`src/design/tcb_pkg.sv`:
```
/*
  Shared bus widths and request/response structs for the TCB interconnect.
  Import into any module that carries requests or responses.
*/

package tcb_pkg;

  //////////////////////////////////////////////////////////////////////////
  // bus widths
  //////////////////////////////////////////////////////////////////////////

  // byte address
  localparam int unsigned ADR_W = 32;
  // read and write data
  localparam int unsigned DAT_W = 32;
  // one enable per data byte
  localparam int unsigned BEN_W = DAT_W / 8;

  //////////////////////////////////////////////////////////////////////////
  // request, sampled on a transfer
  //////////////////////////////////////////////////////////////////////////

  typedef struct packed {
    logic             wen;  // write enable
    logic [ADR_W-1:0] adr;  // byte address
    logic [BEN_W-1:0] ben;  // byte enables
    logic [DAT_W-1:0] wdt;  // write data
    logic             lck;  // hold grant after this transfer
    logic             rpt;  // repeat hint, no effect here
  } tcb_req_t;

  //////////////////////////////////////////////////////////////////////////
  // response, DLY cycles after the transfer
  //////////////////////////////////////////////////////////////////////////

  typedef struct packed {
    logic [DAT_W-1:0] rdt;  // read data
    logic             err;  // address out of range
  } tcb_rsp_t;

endpackage : tcb_pkg

```
`src/design/tcb_arbiter.sv`:
```
/*
  Round-robin arbiter for the manager ports of the interconnect.
  Produces the port select for the request multiplexer; the lock bit of a
  transfer keeps the grant on the same port for the next transfer.
*/

`timescale 1ns/100ps

module tcb_arbiter #(
  parameter int unsigned PORTS = 3
)(
  input  logic                       man,
  input  logic                       rst_n,
  input  logic                       up_vld [PORTS],
  input  logic                       dn_vld,
  input  logic                       dn_lck,
  output logic [$clog2(PORTS)-1:0]   sel
);

  localparam int unsigned SEL_W = $clog2(PORTS);

  // last granted port
  logic [SEL_W-1:0] ptr;
  // grant held by lock
  logic             lck_q;

  // next valid port after the pointer
  logic [SEL_W-1:0] nxt;
  logic             fnd;

  //////////////////////////////////////////////////////////////////////////
  // arbiter state
  //////////////////////////////////////////////////////////////////////////

  // pointer starts on the last port so port 0 wins first
  always_ff @(posedge man or negedge rst_n) begin
    if (!rst_n) begin
      ptr   <= SEL_W'(PORTS - 1);
      lck_q <= 1'b0;
    end else if (dn_vld) begin
      // every downstream valid is a transfer
      ptr   <= sel;
      lck_q <= dn_lck;
    end
  end

  //////////////////////////////////////////////////////////////////////////
  // round-robin search
  //////////////////////////////////////////////////////////////////////////

  always_comb begin
    // no valid port, stay on pointer
    nxt = ptr;
    fnd = 1'b0;
    // rising index order, wrapping past the last port
    for (int k = 1; k <= PORTS; k++) begin
      if (!fnd && up_vld[(int'(ptr) + k) % PORTS]) begin
        nxt = SEL_W'((int'(ptr) + k) % PORTS);
        fnd = 1'b1;
      end
    end
  end

  // locked grant ignores other requests
  assign sel = lck_q ? ptr : nxt;

  // select must always point at an existing port
  sel_in_range: assert property (
    @(posedge man) disable iff (!rst_n)
    int'(sel) < PORTS
  );

endmodule : tcb_arbiter

```
`src/design/tcb_con_mux.sv`:
```
/*
  Request multiplexer and response router between manager ports and one
  subordinate. Request path is combinational from the select input; the
  select of each transfer is delayed DLY cycles to route the response.
*/

`timescale 1ns/100ps

module tcb_con_mux
  import tcb_pkg::*;
#(
  parameter int unsigned PORTS = 3,
  parameter int unsigned DLY   = 2
)(
  input  logic                       man,
  input  logic                       rst_n,
  // port select from arbiter
  input  logic [$clog2(PORTS)-1:0]   sel,
  // manager ports
  input  logic                       up_vld [PORTS],
  input  tcb_req_t                   up_req [PORTS],
  output logic                       up_rdy [PORTS],
  output tcb_rsp_t                   up_rsp [PORTS],
  // subordinate side
  output logic                       dn_vld,
  output tcb_req_t                   dn_req,
  input  tcb_rsp_t                   dn_rsp
);

  localparam int unsigned SEL_W = $clog2(PORTS);

  // one entry per cycle of response delay
  typedef struct packed {
    logic             vld;  // transfer happened
    logic [SEL_W-1:0] sel;  // issuing port
  } route_t;

  route_t route_q [DLY];
  // entry whose response is on dn_rsp now
  route_t route;

  //////////////////////////////////////////////////////////////////////////
  // request
  //////////////////////////////////////////////////////////////////////////

  // granted port goes downstream, zero cycles
  assign dn_vld = up_vld[sel];
  assign dn_req = up_req[sel];

  //////////////////////////////////////////////////////////////////////////
  // response routing
  //////////////////////////////////////////////////////////////////////////

  // shift line, advances every cycle
  always_ff @(posedge man or negedge rst_n) begin
    if (!rst_n) begin
      for (int k = 0; k < DLY; k++) begin
        route_q[k] <= '0;
      end
    end else begin
      route_q[0] <= '{vld: dn_vld, sel: sel};
      for (int k = 1; k < DLY; k++) begin
        route_q[k] <= route_q[k-1];
      end
    end
  end

  // last stage matches the response of this cycle
  assign route = route_q[DLY-1];

  for (genvar i = 0; i < PORTS; i++) begin : gen_port
    // ready only toward the granted port
    assign up_rdy[i] = (sel == SEL_W'(i));
    // other ports get zeros
    assign up_rsp[i] = (route.vld && (route.sel == SEL_W'(i))) ? dn_rsp : '0;

    // a waiting manager must not change its request
    req_held: assert property (
      @(posedge man) disable iff (!rst_n)
      (up_vld[i] && !up_rdy[i]) |=> $stable(up_req[i])
    );
  end : gen_port

endmodule : tcb_con_mux

```
`src/design/tcb_mem.sv`:
```
/*
  Word memory subordinate with byte enables and a fixed response delay.
  Accepts a request every cycle; addresses past DEPTH words answer with err
  and zero data, and writes to them are dropped.
*/

`timescale 1ns/100ps

module tcb_mem
  import tcb_pkg::*;
#(
  parameter int unsigned DLY   = 2,
  parameter int unsigned DEPTH = 64
)(
  input  logic     man,
  input  logic     rst_n,
  input  logic     dn_vld,
  input  tcb_req_t dn_req,
  output tcb_rsp_t dn_rsp
);

  localparam int unsigned IDX_W = $clog2(DEPTH);

  // storage
  logic [DAT_W-1:0] mem [DEPTH];

  // word address from byte address
  logic [ADR_W-3:0] wrd;
  logic             in_rng;
  logic [IDX_W-1:0] idx;

  // response pipeline
  tcb_rsp_t         rsp_q [DLY];
  logic             vld_q [DLY];

  assign wrd    = dn_req.adr[ADR_W-1:2];
  assign in_rng = (wrd < (ADR_W-2)'(DEPTH));
  assign idx    = wrd[IDX_W-1:0];

  //////////////////////////////////////////////////////////////////////////
  // write with byte enables
  //////////////////////////////////////////////////////////////////////////

  always_ff @(posedge man) begin
    if (dn_vld && dn_req.wen && in_rng) begin
      for (int b = 0; b < BEN_W; b++) begin
        if (dn_req.ben[b]) begin
          mem[idx][8*b +: 8] <= dn_req.wdt[8*b +: 8];
        end
      end
    end
  end

  //////////////////////////////////////////////////////////////////////////
  // response pipeline
  //////////////////////////////////////////////////////////////////////////

  // payload, loaded only on a transfer
  always_ff @(posedge man) begin
    if (dn_vld) begin
      rsp_q[0].rdt <= (in_rng && !dn_req.wen) ? mem[idx] : '0;
      rsp_q[0].err <= !in_rng;
    end
    for (int k = 1; k < DLY; k++) begin
      rsp_q[k] <= rsp_q[k-1];
    end
  end

  // valid flags, empty after reset
  always_ff @(posedge man or negedge rst_n) begin
    if (!rst_n) begin
      for (int k = 0; k < DLY; k++) begin
        vld_q[k] <= 1'b0;
      end
    end else begin
      vld_q[0] <= dn_vld;
      for (int k = 1; k < DLY; k++) begin
        vld_q[k] <= vld_q[k-1];
      end
    end
  end

  // idle cycles drive zeros
  assign dn_rsp = vld_q[DLY-1] ? rsp_q[DLY-1] : '0;

  // an unknown valid would corrupt memory and routing
  vld_known: assert property (
    @(posedge man) disable iff (!rst_n)
    !$isunknown(dn_vld)
  );

endmodule : tcb_mem

```
`src/design/tcb_top.sv`:
```
/*
  Interconnect top level: PORTS managers share one memory through the
  round-robin arbiter and the request multiplexer.
*/

`timescale 1ns/100ps

module tcb_top
  import tcb_pkg::*;
#(
  parameter int unsigned PORTS = 3,
  parameter int unsigned DLY   = 2,
  parameter int unsigned DEPTH = 64
)(
  input  logic     man,
  input  logic     rst_n,
  // manager ports
  input  logic     up_vld [PORTS],
  input  tcb_req_t up_req [PORTS],
  output logic     up_rdy [PORTS],
  output tcb_rsp_t up_rsp [PORTS]
);

  localparam int unsigned SEL_W = $clog2(PORTS);

  // granted port
  logic [SEL_W-1:0] sel;
  // memory side of the multiplexer
  logic             dn_vld;
  tcb_req_t         dn_req;
  tcb_rsp_t         dn_rsp;

  //////////////////////////////////////////////////////////////////////////
  // arbiter, multiplexer, memory
  //////////////////////////////////////////////////////////////////////////

  tcb_arbiter #(
    .PORTS (PORTS)
  ) arb_i (
    .man    (man),
    .rst_n  (rst_n),
    .up_vld (up_vld),
    .dn_vld (dn_vld),
    .dn_lck (dn_req.lck),
    .sel    (sel)
  );

  tcb_con_mux #(
    .PORTS (PORTS),
    .DLY   (DLY)
  ) mux_i (
    .man    (man),
    .rst_n  (rst_n),
    .sel    (sel),
    .up_vld (up_vld),
    .up_req (up_req),
    .up_rdy (up_rdy),
    .up_rsp (up_rsp),
    .dn_vld (dn_vld),
    .dn_req (dn_req),
    .dn_rsp (dn_rsp)
  );

  tcb_mem #(
    .DLY   (DLY),
    .DEPTH (DEPTH)
  ) mem_i (
    .man    (man),
    .rst_n  (rst_n),
    .dn_vld (dn_vld),
    .dn_req (dn_req),
    .dn_rsp (dn_rsp)
  );

endmodule : tcb_top

```
`config.mk`:
```
export PLATFORM = sky130hd
export DESIGN_NAME = tcb_top
export DESIGN_NICKNAME = d
export VERILOG_FILES = /design/src/design/tcb_pkg.sv /design/src/design/tcb_arbiter.sv /design/src/design/tcb_con_mux.sv /design/src/design/tcb_mem.sv /design/src/design/tcb_top.sv
export SDC_FILE = /design/constraint.sdc
export NUM_CORES = 2
export LEC_CHECK = 0
export BUFFER_PORTS_ARGS = -buffer_cell sky130_fd_sc_hd__buf_2
export CAP_MARGIN = 0
export CORE_MARGIN = 1
export CORE_UTILIZATION = 24
export DETAILED_ROUTE_END_ITERATION = 16
export HOLD_SLACK_MARGIN = 0.15
export PLACE_DENSITY = 0.36
export SYNTH_ARGS = -nofsm -noshare
export SYNTH_HDL_FRONTEND = slang
export SYNTH_SLANG_ARGS = --single-unit
```
`constraint.sdc`:
```
create_clock -name man -period 7.6 [get_ports man]
set_input_delay 1.52 -clock man [delete_from_list [all_inputs] [get_ports man]]
set_output_delay 1.52 -clock man [all_outputs]
set_load 0.02 [all_outputs]
```
==> run_results.csv <==
group,metric,value,unit
timing,finalSetupTns,0,ns
routing,drc,0,
synth,yosys.area.top_type,"edfxtp_1",
setup_path,cp-end-kind,"flop",
setup_path,worst-setup-path-type,"flop to flop",
place,finalWeightedCongestion,0.8412,
min_path,worst_hold_path_type,"flop to flop",
clock_network,path_clk_slew,0.06,ns
place,dp.final_hpwl,252300,microns
timing,hold_viol_final,0,
synth,yosysSeqAreaShare,74.72,%
run,cap_violations,0,
synth,ys_ff_latch,2123,
global_route,grt_pass1_wl,497500,microns
floorplanning,fp-row-count,217,
global_route,grt_max_degree,65,
floorplanning,ios,320,
global_route,antenna_found_initial,42,
global_route,grt_overflow,0,
synth,syn-cell-area,84810,sq um
clock_network,postCtsSetupBuffers,0,
routing,drt-initial-drc-count,6389,
setup_path,crit_fanout,25,
routing,wl,375700,microns
routing,ant_nets,0,
clock_network,cts.path.max_buffers,4,
timing,clock.fmax,0.1517,GHz
timing,relSlewSlack,5.636,%
synth,synth.avg_cell_area,15.49,sq um
outcome,status,"finished clean",
clock_network,cts-buffers-inserted,240,
synth,synth_cell_types,96,
timing,slew_viol_final,0,
floorplanning,die_h,596.5,microns
floorplanning,start_util,24.20,%
final_layout,drive_gt1_share,22.81,%
synth,netlist.area_leader.share,73.68,%
synth,synth_edf_count,2081,
setup_path,worstSetupStartpointType,"flop",
global_route,top_usage_layer,"met2",
final_layout,layout.cells.most_common,"edfxtp_1",
routing,first_pass_iters,6,
timing,finalSetupViolCount,0,
clock_network,insertion_delay,0.93,ns
place,port_buffers,310,
clock_network,cts_tree,"done",
routing,viasPerCell,4.966,
floorplanning,die_x,596.5,microns
floorplanning,core,350500,sq um
synth,postSynth.asyncResetShare,0.4239,%
setup_path,crit_required,8.26,ns
clock_network,cts-root-buf,"clkbuf_16",
clock_network,htreeDepth,4,
routing,wl_per_cell,33.54,microns
timing,fin_skew,0.04746,ns
timing,fin_crit,6.590,ns
routing,num_vias,55620,
clock_network,cts_resized,0,
global_route,met3_usage,3.070,%
final_layout,area_growth,22.44,%
synth,synthCells,5476,
final_layout,n_fill_cell,35030,
synth,synth_ff_type,"edfxtp_1",
timing,period_share,86.71,%
synth,synthTopCellsByArea,"edfxtp_1 (74%), mux2i_1 (5.5%), nand2_1 (2.3%), mux2_2 (1.7%), o22ai_1 (1.5%)",
global_route,grt_usage,20.52,%
final_layout,most-common-layout-cells,"edfxtp_1 (2081), buf_4 (545), nand2_1 (524), mux2i_1 (463), buf_2 (310)",
timing,rsz0062_at_grt,"no",
synth,yosysWarnings,0,
clock_network,cts_sinks,2123,
synth,syn-num-nets,5698,
timing,worst_pin_slew,1.408,ns
floorplanning,dieArea,355800,sq um
global_route,grt_use_met1,28.64,%
setup_path,crit_arrival,7.25,ns
global_route,first_global_vias,53370,
global_route,gr-usage-met2,32.63,%
final_layout,final_nets,6478,
clock_network,ctsHoldBuffers,0,
## registers in the layout (all words and copies together) (netlist names)
| signal | count |
|---|---|
| arb_i.ptr | 2 |
| mem_i.mem | 2048 |
| arb_i.lck_q | 1 |
| mux_i.route | 2 |
| mux_i.route_q | 2 |
| mem_i.vld_q | 2 |
| mem_i.rsp_q | 66 |
## cell type report
class | instances | area, sq um | area share, %
Tap cell | 4708 | 5891 | 5.672
Clock inverter | 111 | 1003 | 0.9663
Sequential cell | 2123 | 63380 | 61.03
Clock buffer | 324 | 6506 | 6.265
Timing Repair Buffer | 895 | 6444 | 6.205
Multi-Input combinational cell | 2982 | 20460 | 19.70
Antenna cell | 44 | 110.1 | 0.1060
Inverter | 14 | 55.05 | 0.05301
## cell families after synthesis
family          share of synthesized area [%]
flops                                   74.72
mux                                     7.299
fa+ha+maj                             0.05901
simple gates                            6.330
buf+inv                                 2.083
compound gates                          9.503
## cell usage after synthesis, drive strengths merged, types with 13 or more instances
master	n
nor4	47
edfxtp	2081
clkbuf	155
nand3	99
nor3	18
o22a	14
and2	113
inv	13
mux2i	464
nand2	532
o31a	13
a222oi	55
o211ai	14
a21o	14
o21ai	246
a21oi	231
a31oi	24
o22ai	200
a2111oi	19
a32oi	17
buf	202
a22o	34
nand4	23
a22oi	120
a211oi	28
a221oi	19
mux2	125
dfxtp	33
nor2	316
## path summary, 6_finish.rpt
check,from,to,slack (ns),cells past startpoint
max,arb_i.ptr[1],mem_i.rsp_q[0][4],1.01,15
min,mem_i.rsp_q[0][7],mem_i.rsp_q[0][40],0.33,0
max reg2reg,arb_i.ptr[1],mem_i.rsp_q[0][4],1.01,15
min reg2reg,mem_i.rsp_q[0][7],mem_i.rsp_q[0][40],0.33,0
max in group asynchronous,rst_n,arb_i.ptr[1],6.84,1
min in group asynchronous,rst_n,mux_i.route_q[4],0.48,1
## metal layers
metal | vias to the layer above | part of all wire [%]
li1 | 23200 | -
met1 | 29640 | 45
met2 | 2320 | 46
met3 | 458 | 6.5
met4 | 6 | 3.1
met5 | - | 0.0093
## through the flow
| step | hold slack [ns] | utilization (%) | cell area, sq um | instances | worst slack, ns |
|---|---|---|---|---|---|
| 2_1_floorplan | 0.3233 | - | 84810 | 5476 | 0.4060 |
| 3_3_place_gp | 0.3247 | 27.45 | 96220 | 10720 | 0.6015 |
| 3_5_place_dp | 0.3285 | 27.45 | 96230 | 10720 | 0.6231 |
| 4_1_cts | 0.3383 | 29.59 | 103700 | 11160 | 1.193 |
| 5_1_grt | 0.3457 | 29.61 | 103800 | 11180 | 0.8987 |
| 6_report | 0.3284 | 29.63 | 103800 | 11200 | 1.010 |
## critical path: stages (launching register included)
cell and delay, ns:
dfstp_2 0.59, inv_1 0.12, ha_1 0.33, mux2i_2 0.29
a2bb2o_4 0.24, a2111o_1 0.59, a221oi_4 0.57, o21ai_4 0.31
nand2_4 0.54, buf_4 0.51, mux2_2 0.40, a222oi_1 0.44
a21oi_1 0.12, a2111oi_0 0.82, a31oi_1 0.18, buf_4 0.18
Power is not shown: default switching activity piles up to over one toggle a cycle in this logic, so the estimate is an artifact.
